===== config.mk =====
export PLATFORM = sky130hd
export DESIGN_NAME = masku_top
export DESIGN_NICKNAME = d
export VERILOG_FILES = /design/src/logic/masku_pkg.sv /design/src/logic/masku_alu.sv /design/src/logic/masku_insn_ctrl.sv /design/src/logic/masku_result_queue.sv /design/src/logic/masku_scalar_acc.sv /design/src/logic/masku_top.sv
export SDC_FILE = /design/constraint.sdc
export NUM_CORES = 2
export LEC_CHECK = 0
export ABC_AREA = 0
export BUFFER_PORTS_ARGS = -buffer_cell sky130_fd_sc_hd__buf_4
export CAP_MARGIN = 5
export CORE_AREA = 2 2 460 462
export CTS_CLUSTER_SIZE = 12
export DETAILED_ROUTE_END_ITERATION = 8
export DIE_AREA = 0 0 462 464
export HOLD_SLACK_MARGIN = 0.15
export PLACE_DENSITY_LB_ADDON = 0.08
export SLEW_MARGIN = 15
export SYNTH_ARGS = -nofsm -noshare
export SYNTH_HDL_FRONTEND = slang
export SYNTH_SLANG_ARGS = --single-unit
export TNS_END_PERCENT = 50

===== constraint.sdc =====
create_clock -name clk_i -period 24.8 [get_ports clk_i]
set_input_delay 4.96 -clock clk_i [delete_from_list [all_inputs] [get_ports clk_i]]
set_output_delay 4.96 -clock clk_i [all_outputs]
set_load 0.01 [all_outputs]

===== src/logic/masku_pkg.sv =====
// Shared widths and types of the mask unit; element bit i of a beat sits in lane i/64, bit i%64
package masku_pkg;

  ////////////////////////////////////////////////////////////////////////////
  // Widths
  ////////////////////////////////////////////////////////////////////////////

  // Lane datapath and its byte strobes
  localparam int unsigned ElenWidth = 64;
  localparam int unsigned ElenBytes = ElenWidth / 8;
  // Vector length and remaining-bit counters
  localparam int unsigned VlWidth   = 16;
  localparam int unsigned VidWidth  = 3;
  // Register file word address
  localparam int unsigned AddrWidth = 8;
  // Scalar result toward the dispatcher
  localparam int unsigned XlenWidth = 32;

  typedef logic [ElenWidth-1:0] elen_t;
  typedef logic [ElenBytes-1:0] strb_t;

  ////////////////////////////////////////////////////////////////////////////
  // Instruction and payload types
  ////////////////////////////////////////////////////////////////////////////

  // Mask-logical write-back or population count
  typedef enum logic {
    OP_MERGE = 1'b0,
    OP_CPOP  = 1'b1
  } masku_op_e;

  // Issue request from the sequencer
  typedef struct packed {
    masku_op_e              op;
    logic                   vm;
    logic [VlWidth-1:0]     vl;
    logic [AddrWidth-1:0]   vd_addr;
    logic [VidWidth-1:0]    id;
  } masku_req_t;

  // One result word toward a lane
  typedef struct packed {
    logic [VidWidth-1:0]  id;
    logic [AddrWidth-1:0] addr;
    elen_t                wdata;
    strb_t                be;
  } masku_result_t;

  // One lane's operand beat
  // a is the precomputed result, b the old destination, m the mask
  typedef struct packed {
    elen_t a;
    elen_t b;
    elen_t m;
    logic  a_valid;
    logic  b_valid;
    logic  m_valid;
  } masku_operand_t;

endpackage


===== src/logic/masku_alu.sv =====
// Combinational mask ALU; element order is flat across lanes, no byte shuffle
`timescale 1ns/1ps

module masku_alu import masku_pkg::*; #(
  parameter int unsigned NrLanes = 4
) (
  input  masku_req_t                                  insn_i,
  input  logic [VlWidth-1:0]                          remaining_i,
  input  masku_operand_t [NrLanes-1:0]                operand_i,
  output elen_t [NrLanes-1:0]                         wdata_o,
  output strb_t [NrLanes-1:0]                         be_o,
  output logic [NrLanes-1:0][$clog2(ElenWidth):0]     popcount_o
);

  localparam int unsigned BeatBits = NrLanes * ElenWidth;
  localparam int unsigned PopWidth = $clog2(ElenWidth) + 1;

  // Body bits lie below vl, enabled bits also pass the mask
  logic [BeatBits-1:0] body;
  elen_t [NrLanes-1:0] enable;

  ////////////////////////////////////////////////////////////////////////////
  // Body enable
  ////////////////////////////////////////////////////////////////////////////

  // remaining_i is vl minus the first element of this beat
  always_comb begin
    body = '1;
    if (remaining_i < VlWidth'(BeatBits)) begin
      body = ~({BeatBits{1'b1}} << remaining_i);
    end
  end

  always_comb begin
    for (int l = 0; l < NrLanes; l++) begin
      enable[l] = body[l*ElenWidth +: ElenWidth];
      // Masked instructions also need the element's m bit
      if (!insn_i.vm) begin
        enable[l] = enable[l] & operand_i[l].m;
      end
    end
  end

  ////////////////////////////////////////////////////////////////////////////
  // Merge, byte enables and population count
  ////////////////////////////////////////////////////////////////////////////

  always_comb begin
    for (int l = 0; l < NrLanes; l++) begin
      // Disabled bits keep the old destination value
      wdata_o[l] = (operand_i[l].a & enable[l]) | (operand_i[l].b & ~enable[l]);
      // A byte is written when any of its elements is in the body
      for (int by = 0; by < ElenBytes; by++) begin
        be_o[l][by] = |body[l*ElenWidth + by*8 +: 8];
      end
    end
  end

  always_comb begin
    for (int l = 0; l < NrLanes; l++) begin
      popcount_o[l] = '0;
      for (int i = 0; i < ElenWidth; i++) begin
        popcount_o[l] = popcount_o[l] +
                        PopWidth'(operand_i[l].b[i] & enable[l][i]);
      end
    end
  end

endmodule


===== src/logic/masku_insn_ctrl.sv =====
// Single-entry instruction holder; a new request is taken only after done of the previous one
`timescale 1ns/1ps

module masku_insn_ctrl import masku_pkg::*; #(
  parameter int unsigned NrLanes = 4
) (
  input  logic                         clk_i,
  input  logic                         rst_ni,
  input  masku_req_t                   req_i,
  input  logic                         req_valid_i,
  input  masku_operand_t [NrLanes-1:0] operand_i,
  input  logic                         queue_full_i,
  input  logic                         queue_empty_i,
  input  logic                         scalar_taken_i,
  output logic                         req_ready_o,
  output masku_req_t                   insn_o,
  output logic                         insn_valid_o,
  output logic [VlWidth-1:0]           remaining_o,
  output logic [AddrWidth-1:0]         beat_o,
  output logic                         beat_fire_o,
  output logic                         last_beat_o,
  output logic [NrLanes-1:0]           operand_ready_o,
  output logic                         done_o,
  output logic [VidWidth-1:0]          done_id_o
);

  // Element bits covered by one beat across all lanes
  localparam int unsigned BeatBits = NrLanes * ElenWidth;

  masku_req_t           insn_q;
  logic                 insn_valid_q;
  logic                 beats_done_q;
  logic [VlWidth-1:0]   remaining_q;
  logic [AddrWidth-1:0] beat_q;
  logic [NrLanes-1:0]   lane_valid;
  logic                 accept;

  ////////////////////////////////////////////////////////////////////////////
  // Beat handshake
  ////////////////////////////////////////////////////////////////////////////

  // b is needed by both ops, a only by merge, m only when masked
  always_comb begin
    for (int l = 0; l < NrLanes; l++) begin
      lane_valid[l] = operand_i[l].b_valid &&
                      (insn_q.op == OP_CPOP || operand_i[l].a_valid) &&
                      (insn_q.vm || operand_i[l].m_valid);
    end
  end

  // Merge beats also need a free queue slot
  assign beat_fire_o = insn_valid_q && !beats_done_q && (&lane_valid) &&
                       (insn_q.op == OP_CPOP || !queue_full_i);
  assign operand_ready_o = {NrLanes{beat_fire_o}};
  assign last_beat_o     = remaining_q <= VlWidth'(BeatBits);

  ////////////////////////////////////////////////////////////////////////////
  // Issue and completion
  ////////////////////////////////////////////////////////////////////////////

  assign req_ready_o = !insn_valid_q;
  assign accept      = req_valid_i && req_ready_o;

  // Merge ends once the last entry has drained, cpop on the scalar handshake
  assign done_o = insn_valid_q &&
                  ((insn_q.op == OP_MERGE && beats_done_q && queue_empty_i) ||
                   (insn_q.op == OP_CPOP && scalar_taken_i));
  assign done_id_o = insn_q.id;

  assign insn_o       = insn_q;
  assign insn_valid_o = insn_valid_q;
  assign remaining_o  = remaining_q;
  assign beat_o       = beat_q;

  always_ff @(posedge clk_i or negedge rst_ni) begin
    if (!rst_ni) begin
      insn_q       <= '0;
      insn_valid_q <= 1'b0;
      beats_done_q <= 1'b0;
      remaining_q  <= '0;
      beat_q       <= '0;
    end else begin
      if (accept) begin
        insn_q       <= req_i;
        insn_valid_q <= 1'b1;
        beats_done_q <= 1'b0;
        remaining_q  <= req_i.vl;
        beat_q       <= '0;
      end else if (done_o) begin
        insn_valid_q <= 1'b0;
      end
      if (beat_fire_o) begin
        // Saturate so the tail beat leaves zero behind
        remaining_q  <= last_beat_o ? '0 : remaining_q - VlWidth'(BeatBits);
        beat_q       <= beat_q + 1'b1;
        beats_done_q <= last_beat_o;
      end
    end
  end

  // A scalar handshake only ever finishes a held cpop
  assert property (@(posedge clk_i) disable iff (!rst_ni)
    scalar_taken_i |-> insn_valid_q && insn_q.op == OP_CPOP);

endmodule


===== src/logic/masku_result_queue.sv =====
// Per-lane result queue; an entry pops only after every lane has granted it
`timescale 1ns/1ps

module masku_result_queue import masku_pkg::*; #(
  parameter int unsigned NrLanes = 4,
  parameter int unsigned Depth   = 2
) (
  input  logic                              clk_i,
  input  logic                              rst_ni,
  input  logic                              push_i,
  input  elen_t [NrLanes-1:0]               wdata_i,
  input  strb_t [NrLanes-1:0]               be_i,
  input  logic [AddrWidth-1:0]              addr_i,
  input  logic [VidWidth-1:0]               id_i,
  input  logic [NrLanes-1:0]                result_gnt_i,
  output logic                              full_o,
  output logic                              empty_o,
  output logic [NrLanes-1:0]                result_req_o,
  output logic [NrLanes-1:0][AddrWidth-1:0] result_addr_o,
  output logic [NrLanes-1:0][VidWidth-1:0]  result_id_o,
  output elen_t [NrLanes-1:0]               result_wdata_o,
  output strb_t [NrLanes-1:0]               result_be_o
);

  localparam int unsigned PtrWidth = (Depth > 1) ? $clog2(Depth) : 1;

  masku_result_t [Depth-1:0][NrLanes-1:0] entry_q;
  logic [Depth-1:0][NrLanes-1:0]          valid_q;
  logic [PtrWidth-1:0]                    wr_ptr_q;
  logic [PtrWidth-1:0]                    rd_ptr_q;
  logic [PtrWidth:0]                      cnt_q;
  logic [NrLanes-1:0]                     head_left;
  logic                                   pop;

  assign full_o  = cnt_q == (PtrWidth+1)'(Depth);
  assign empty_o = cnt_q == '0;

  // Lanes still waiting for a grant after this cycle
  assign head_left = valid_q[rd_ptr_q] & ~result_gnt_i;
  assign pop       = !empty_o && (head_left == '0);

  always_comb begin
    for (int l = 0; l < NrLanes; l++) begin
      result_req_o[l]   = valid_q[rd_ptr_q][l];
      result_addr_o[l]  = entry_q[rd_ptr_q][l].addr;
      result_id_o[l]    = entry_q[rd_ptr_q][l].id;
      result_wdata_o[l] = entry_q[rd_ptr_q][l].wdata;
      result_be_o[l]    = entry_q[rd_ptr_q][l].be;
    end
  end

  // Payload storage
  always_ff @(posedge clk_i) begin
    if (push_i) begin
      for (int l = 0; l < NrLanes; l++) begin
        entry_q[wr_ptr_q][l] <= '{id: id_i, addr: addr_i, wdata: wdata_i[l], be: be_i[l]};
      end
    end
  end

  always_ff @(posedge clk_i or negedge rst_ni) begin
    if (!rst_ni) begin
      valid_q  <= '0;
      wr_ptr_q <= '0;
      rd_ptr_q <= '0;
      cnt_q    <= '0;
    end else begin
      // Granted lanes drop their request
      valid_q[rd_ptr_q] <= head_left;
      if (push_i) begin
        valid_q[wr_ptr_q] <= '1;
        wr_ptr_q <= (wr_ptr_q == PtrWidth'(Depth-1)) ? '0 : wr_ptr_q + 1'b1;
      end
      if (pop) begin
        rd_ptr_q <= (rd_ptr_q == PtrWidth'(Depth-1)) ? '0 : rd_ptr_q + 1'b1;
      end
      cnt_q <= cnt_q + (PtrWidth+1)'(push_i) - (PtrWidth+1)'(pop);
    end
  end

  // The controller must hold merge beats while the queue is full
  assert property (@(posedge clk_i) disable iff (!rst_ni) push_i |-> !full_o);

  // Lanes only grant a pending request
  for (genvar l = 0; l < NrLanes; l++) begin : gen_gnt_check
    assert property (@(posedge clk_i) disable iff (!rst_ni)
      result_gnt_i[l] |-> result_req_o[l]);
  end

endmodule


===== src/logic/masku_scalar_acc.sv =====
// Popcount accumulator; the scalar result is held until the dispatcher takes it
`timescale 1ns/1ps

module masku_scalar_acc import masku_pkg::*; #(
  parameter int unsigned NrLanes = 4
) (
  input  logic                                    clk_i,
  input  logic                                    rst_ni,
  input  logic                                    add_i,
  input  logic                                    last_i,
  input  logic [NrLanes-1:0][$clog2(ElenWidth):0] popcount_i,
  input  logic                                    scalar_ready_i,
  output logic [XlenWidth-1:0]                    scalar_o,
  output logic                                    scalar_valid_o,
  output logic                                    taken_o
);

  logic [XlenWidth-1:0] acc_q;
  logic [XlenWidth-1:0] sum;

  // Running total plus this beat's lane counts
  always_comb begin
    sum = acc_q;
    for (int l = 0; l < NrLanes; l++) begin
      sum = sum + XlenWidth'(popcount_i[l]);
    end
  end

  always_ff @(posedge clk_i or negedge rst_ni) begin
    if (!rst_ni) begin
      acc_q          <= '0;
      scalar_o       <= '0;
      scalar_valid_o <= 1'b0;
      taken_o        <= 1'b0;
    end else begin
      // One-cycle pulse after the handshake
      taken_o <= scalar_valid_o && scalar_ready_i;
      if (scalar_valid_o && scalar_ready_i) begin
        scalar_o       <= '0;
        scalar_valid_o <= 1'b0;
      end
      if (add_i) begin
        if (last_i) begin
          // Final beat publishes the total and restarts the sum
          scalar_o       <= sum;
          scalar_valid_o <= 1'b1;
          acc_q          <= '0;
        end else begin
          acc_q <= sum;
        end
      end
    end
  end

  // Dispatcher back-pressure must not disturb the pending result
  assert property (@(posedge clk_i) disable iff (!rst_ni)
    scalar_valid_o && !scalar_ready_i |=> scalar_valid_o && $stable(scalar_o));

endmodule


===== src/logic/masku_top.sv =====
// Mask unit top; one instruction in flight, NrLanes must be a power of two
`timescale 1ns/1ps

module masku_top import masku_pkg::*; #(
  parameter int unsigned NrLanes = 4
) (
  input  logic                                 clk_i,
  input  logic                                 rst_ni,
  // Sequencer
  input  masku_req_t                           req_i,
  input  logic                                 req_valid_i,
  output logic                                 req_ready_o,
  output logic                                 done_o,
  output logic [VidWidth-1:0]                  done_id_o,
  // Lane operands
  input  masku_operand_t [NrLanes-1:0]         operand_i,
  output logic [NrLanes-1:0]                   operand_ready_o,
  // Lane register file writes
  output logic [NrLanes-1:0]                   result_req_o,
  output logic [NrLanes-1:0][AddrWidth-1:0]    result_addr_o,
  output logic [NrLanes-1:0][VidWidth-1:0]     result_id_o,
  output elen_t [NrLanes-1:0]                  result_wdata_o,
  output strb_t [NrLanes-1:0]                  result_be_o,
  input  logic [NrLanes-1:0]                   result_gnt_i,
  // Dispatcher
  output logic [XlenWidth-1:0]                 scalar_o,
  output logic                                 scalar_valid_o,
  input  logic                                 scalar_ready_i
);

  localparam int unsigned PopWidth = $clog2(ElenWidth) + 1;

  masku_req_t                        insn;
  logic                              insn_valid;
  logic [VlWidth-1:0]                remaining;
  logic [AddrWidth-1:0]              beat;
  logic                              beat_fire;
  logic                              last_beat;
  logic                              queue_full;
  logic                              queue_empty;
  logic                              scalar_taken;
  elen_t [NrLanes-1:0]               wdata;
  strb_t [NrLanes-1:0]               be;
  logic [NrLanes-1:0][PopWidth-1:0]  popcount;
  logic                              merge_push;
  logic                              cpop_add;
  logic [AddrWidth-1:0]              beat_addr;

  // Steer a consumed beat to the queue or the accumulator
  assign merge_push = beat_fire && insn_valid && (insn.op == OP_MERGE);
  assign cpop_add   = beat_fire && insn_valid && (insn.op == OP_CPOP);
  // Beat k writes register word vd + k
  assign beat_addr  = insn.vd_addr + beat;

  masku_insn_ctrl #(
    .NrLanes (NrLanes)
  ) i_insn_ctrl (
    .clk_i           (clk_i),
    .rst_ni          (rst_ni),
    .req_i           (req_i),
    .req_valid_i     (req_valid_i),
    .operand_i       (operand_i),
    .queue_full_i    (queue_full),
    .queue_empty_i   (queue_empty),
    .scalar_taken_i  (scalar_taken),
    .req_ready_o     (req_ready_o),
    .insn_o          (insn),
    .insn_valid_o    (insn_valid),
    .remaining_o     (remaining),
    .beat_o          (beat),
    .beat_fire_o     (beat_fire),
    .last_beat_o     (last_beat),
    .operand_ready_o (operand_ready_o),
    .done_o          (done_o),
    .done_id_o       (done_id_o)
  );

  masku_alu #(
    .NrLanes (NrLanes)
  ) i_alu (
    .insn_i      (insn),
    .remaining_i (remaining),
    .operand_i   (operand_i),
    .wdata_o     (wdata),
    .be_o        (be),
    .popcount_o  (popcount)
  );

  masku_result_queue #(
    .NrLanes (NrLanes),
    .Depth   (2)
  ) i_result_queue (
    .clk_i          (clk_i),
    .rst_ni         (rst_ni),
    .push_i         (merge_push),
    .wdata_i        (wdata),
    .be_i           (be),
    .addr_i         (beat_addr),
    .id_i           (insn.id),
    .result_gnt_i   (result_gnt_i),
    .full_o         (queue_full),
    .empty_o        (queue_empty),
    .result_req_o   (result_req_o),
    .result_addr_o  (result_addr_o),
    .result_id_o    (result_id_o),
    .result_wdata_o (result_wdata_o),
    .result_be_o    (result_be_o)
  );

  masku_scalar_acc #(
    .NrLanes (NrLanes)
  ) i_scalar_acc (
    .clk_i          (clk_i),
    .rst_ni         (rst_ni),
    .add_i          (cpop_add),
    .last_i         (last_beat),
    .popcount_i     (popcount),
    .scalar_ready_i (scalar_ready_i),
    .scalar_o       (scalar_o),
    .scalar_valid_o (scalar_valid_o),
    .taken_o        (scalar_taken)
  );

endmodule


==> results summary <==
The worst setup margin is 10,220 ps. The CTS sink count came out at 737. The clock buffer count from CTS is 98. The standard cell core area is 209,200 µm².

TritonCTS built the clock tree. The async set-reset flop share out of synthesis came out at 0.1588. The full die area is 214,400 µm². The routability-driven placement congestion ratio is 0.9005. The number of enable-type register cells in the synthesized netlist is 620. The hold buffer count at cts came out at 0.

The post-route setup TNS is 0 ps. The post-detailed-route DRC marker count came out at 0. The prevailing post-synth register cell is sky130_fd_sc_hd__edfxtp_1.

The first-pass GRT wire length came out at 358,600 µm. The classification of the worst setup path is primary input to flop. The flow ran to the end, and the final reports show no timing, DRC or antenna violations. The met3 track demand over resource in global routing is 0.06499. The detailed router placed 36,330 vias in this run.

STA classifies the critical path startpoint as a primary input. The vertical die dimension came out at 464 µm. In this run the clock root is driven by a sky130_fd_sc_hd__clkbuf_16. The count of input and output buffers is 1,194. The worst setup slack before clock tree synthesis is 9481 ps.

The via count of the first global-routing pass was 37,490. The buffer count from post-CTS setup fixing is 0. The cell row count is 168. The met1 track demand over resource in global routing came out at 0.3135. The number of instances in the synthesized netlist came out at 3,801.

The final antenna-violating net count came out at 0. The clock input transition at the sequential cells of the worst setup and hold paths came out at 60 ps. The register bit total from synthesis is 737. The number of max-cap violations came out at 0. The final-report hold violation count is 0. Setup repair after global routing left no endpoint under its margin. The netlist uses 84 different library cells.

The number of iterations in the first detailed-routing pass came out at 8. The count of final max-slew check failures is 0. The maximum fanout along the worst path came out at 24. For this configuration, the core starts out at a cell density of 0.2137. The combined area of all synthesized cells came out at 44,690 µm². The H-tree depth came out at 3. The total congestion overflow came out at 0. Setup violations remaining at the end of the flow were counted as 0.

The period utilization came out at 0.5878. Compared with the post-synthesis result, the final layout area differs by 35.29%. Averaged over all synthesized cells, the footprint is 11.76 µm².

The number of buffers and inverters on the critical path is 9. The transition time at the pin with the least slew margin came out at 1403 ps. The met2 track utilization from global routing is 0.4210. Broken down by cell family, the worst path's largest delay share belongs to adder cells. The pin count of the biggest net entering global routing is 117. Wires add up to 276,400 µm. STA classifies the critical path endpoint as a flop.

Dividing the detail-routed via count by the number of cells gives 4.600. The peak clock frequency supported by timing came out at 68.60 MHz. The delay of the slowest cell on the worst path came out at 830 ps. Once the clock tree was built, the resizer swapped 0 gates to a different size. By instance count, the cell type seen most on the critical path is sky130_fd_sc_hd__fa_1.

The number of antenna violations at the first check in global routing came out at 96. Dividing the detail-routed wire length by the instance count gives 34.99 µm. In this run, the number of DRC markers left after iteration 0 of detailed routing was 2,474. During synthesis, Yosys emitted a total of 0 warnings.

The slowest stage of the critical path is the sky130_fd_sc_hd__a31oi_1 cell. The number of nets in the layout came out at 6,112. The detailed placement HPWL came out at 225,300 µm. The number of top-level design ports came out at 1,195. The global-route total usage across every layer came out at 0.2510. The die width came out at 462 µm. The path category of the worst min-delay check is flop to flop. The fraction of layout cells with a size suffix above 1 came out at 0.3944.

The number of nets handed over by synthesis was 4,941. The insertion delay to the later sink of the worst-skew pair came out at 750 ps. The worst-case clock buffer depth came out at 3. The arrival time at the worst endpoint came out at 15,240 ps. The share of the yosys chip area belonging to registers is 0.4822.

In this run the most used layer during global routing was met2. The endpoint required time on the critical path is 25,460 ps. The final critical path time including I/O delays and setup is 14,580 ps. The max-slew headroom at the worst pin came out at 0.06468. The setup skew after layout came out at 36.18 ps.
registers in the layout, indices dropped and copies added, names as in the netlist:
signal	cells
i_insn_ctrl.beat_o	8
i_insn_ctrl.beats_done_q	1
i_insn_ctrl.done_id_o	3
i_insn_ctrl.insn_o	10
i_insn_ctrl.insn_valid_o	1
i_insn_ctrl.remaining_o	16
i_result_queue.cnt_q	2
i_result_queue.entry_q	620
i_result_queue.rd_ptr_q	1
i_result_queue.valid_q	8
i_result_queue.wr_ptr_q	1
i_scalar_acc.acc_q	32
i_scalar_acc.scalar_o	32
i_scalar_acc.scalar_valid_o	1
i_scalar_acc.taken_o	1
routing by layer:
metal / vias up / wire, µm
met2: 1469 / 134100
met5: - / 194
met4: 34 / 7490
li1: 15850 / -
met3: 308 / 20900
met1: 18670 / 113700
cell usage after synthesis, drive strengths merged, types with 45 or more instances:
library cell | count | area [µm²]
edfxtp | 620 | 18620
o22a | 45 | 394.1
mux2i | 67 | 670.6
inv | 255 | 957.2
a21oi | 209 | 1046
nand2 | 306 | 1151
ha | 86 | 1076
o21ai | 170 | 850.8
fa | 237 | 4745
clkbuf | 157 | 589.3
buf | 59 | 361.6
dfrtp | 117 | 2928
nor2 | 379 | 1440
and2 | 138 | 863.3
mux2 | 506 | 5698
nand3 | 76 | 380.4
through the flow:
stage	cell area, µm²	util	hold slack (ps)	instances
final	60460	0.2891	476.6	7898
after global routing	60420	0.2889	494.7	7884
after CTS	60350	0.2886	478.9	7856
after detailed placement	57110	0.2730	463.4	7677
after global placement	57100	0.2730	456.3	7676
after floorplan	44690	-	444.1	3801
final cells by class:
class                   count  area, µm²
fillers                 22210     148700
flip-flops and latches    737      21570
multi-input cells        2593      21360
repair buffers           1287       9712
well taps                2805       3510
clock buffers             118       2643
inverters                 255      959.7
clock inverters            61      603.1
diodes                     42      105.1
kinds of logic after synthesis:
group | synth area share
xor gates and xnor gates | 0.009604
adders and majority gates | 0.1303
muxes | 0.1425
buffers and inverters | 0.04270
DFF | 0.4822
AOI/OAI and AO/OA | 0.08590
and+or+nand+nor | 0.1069
path summary, 6_finish.rpt:
kind,startpoint,to,slack (ps),depth (start not counted)
setup / recovery,operand_i[397],i_scalar_acc.acc_q[24],10220,34
hold / removal,i_result_queue.valid_q[4],i_result_queue.valid_q[4],480,1
setup reg to reg,i_insn_ctrl.remaining_o[8],i_scalar_acc.acc_q[24],11450,38
hold reg to reg,i_result_queue.valid_q[4],i_result_queue.valid_q[4],480,1
max in group asynchronous,rst_ni,i_result_queue.wr_ptr_q,18840,3
min in group asynchronous,rst_ni,i_scalar_acc.scalar_o[9],4060,1
layout by cell type, fill, tap and decap left out, types with 86 or more instances in the layout:
cell type,Yosys,layout
sky130_fd_sc_hd__nand2_1,305,303
sky130_fd_sc_hd__clkbuf_16,0,102
sky130_fd_sc_hd__buf_4,32,1283
sky130_fd_sc_hd__and2_1,137,137
sky130_fd_sc_hd__ha_1,86,86
sky130_fd_sc_hd__fa_1,237,237
sky130_fd_sc_hd__o21ai_0,165,163
sky130_fd_sc_hd__inv_1,253,253
sky130_fd_sc_hd__mux2_2,490,490
sky130_fd_sc_hd__a21oi_1,209,206
sky130_fd_sc_hd__dfrtp_1,117,109
sky130_fd_sc_hd__edfxtp_1,620,620
sky130_fd_sc_hd__nor2_1,374,369
Power is not shown: default switching activity piles up to over one toggle a cycle in this logic, so the estimate is an artifact.
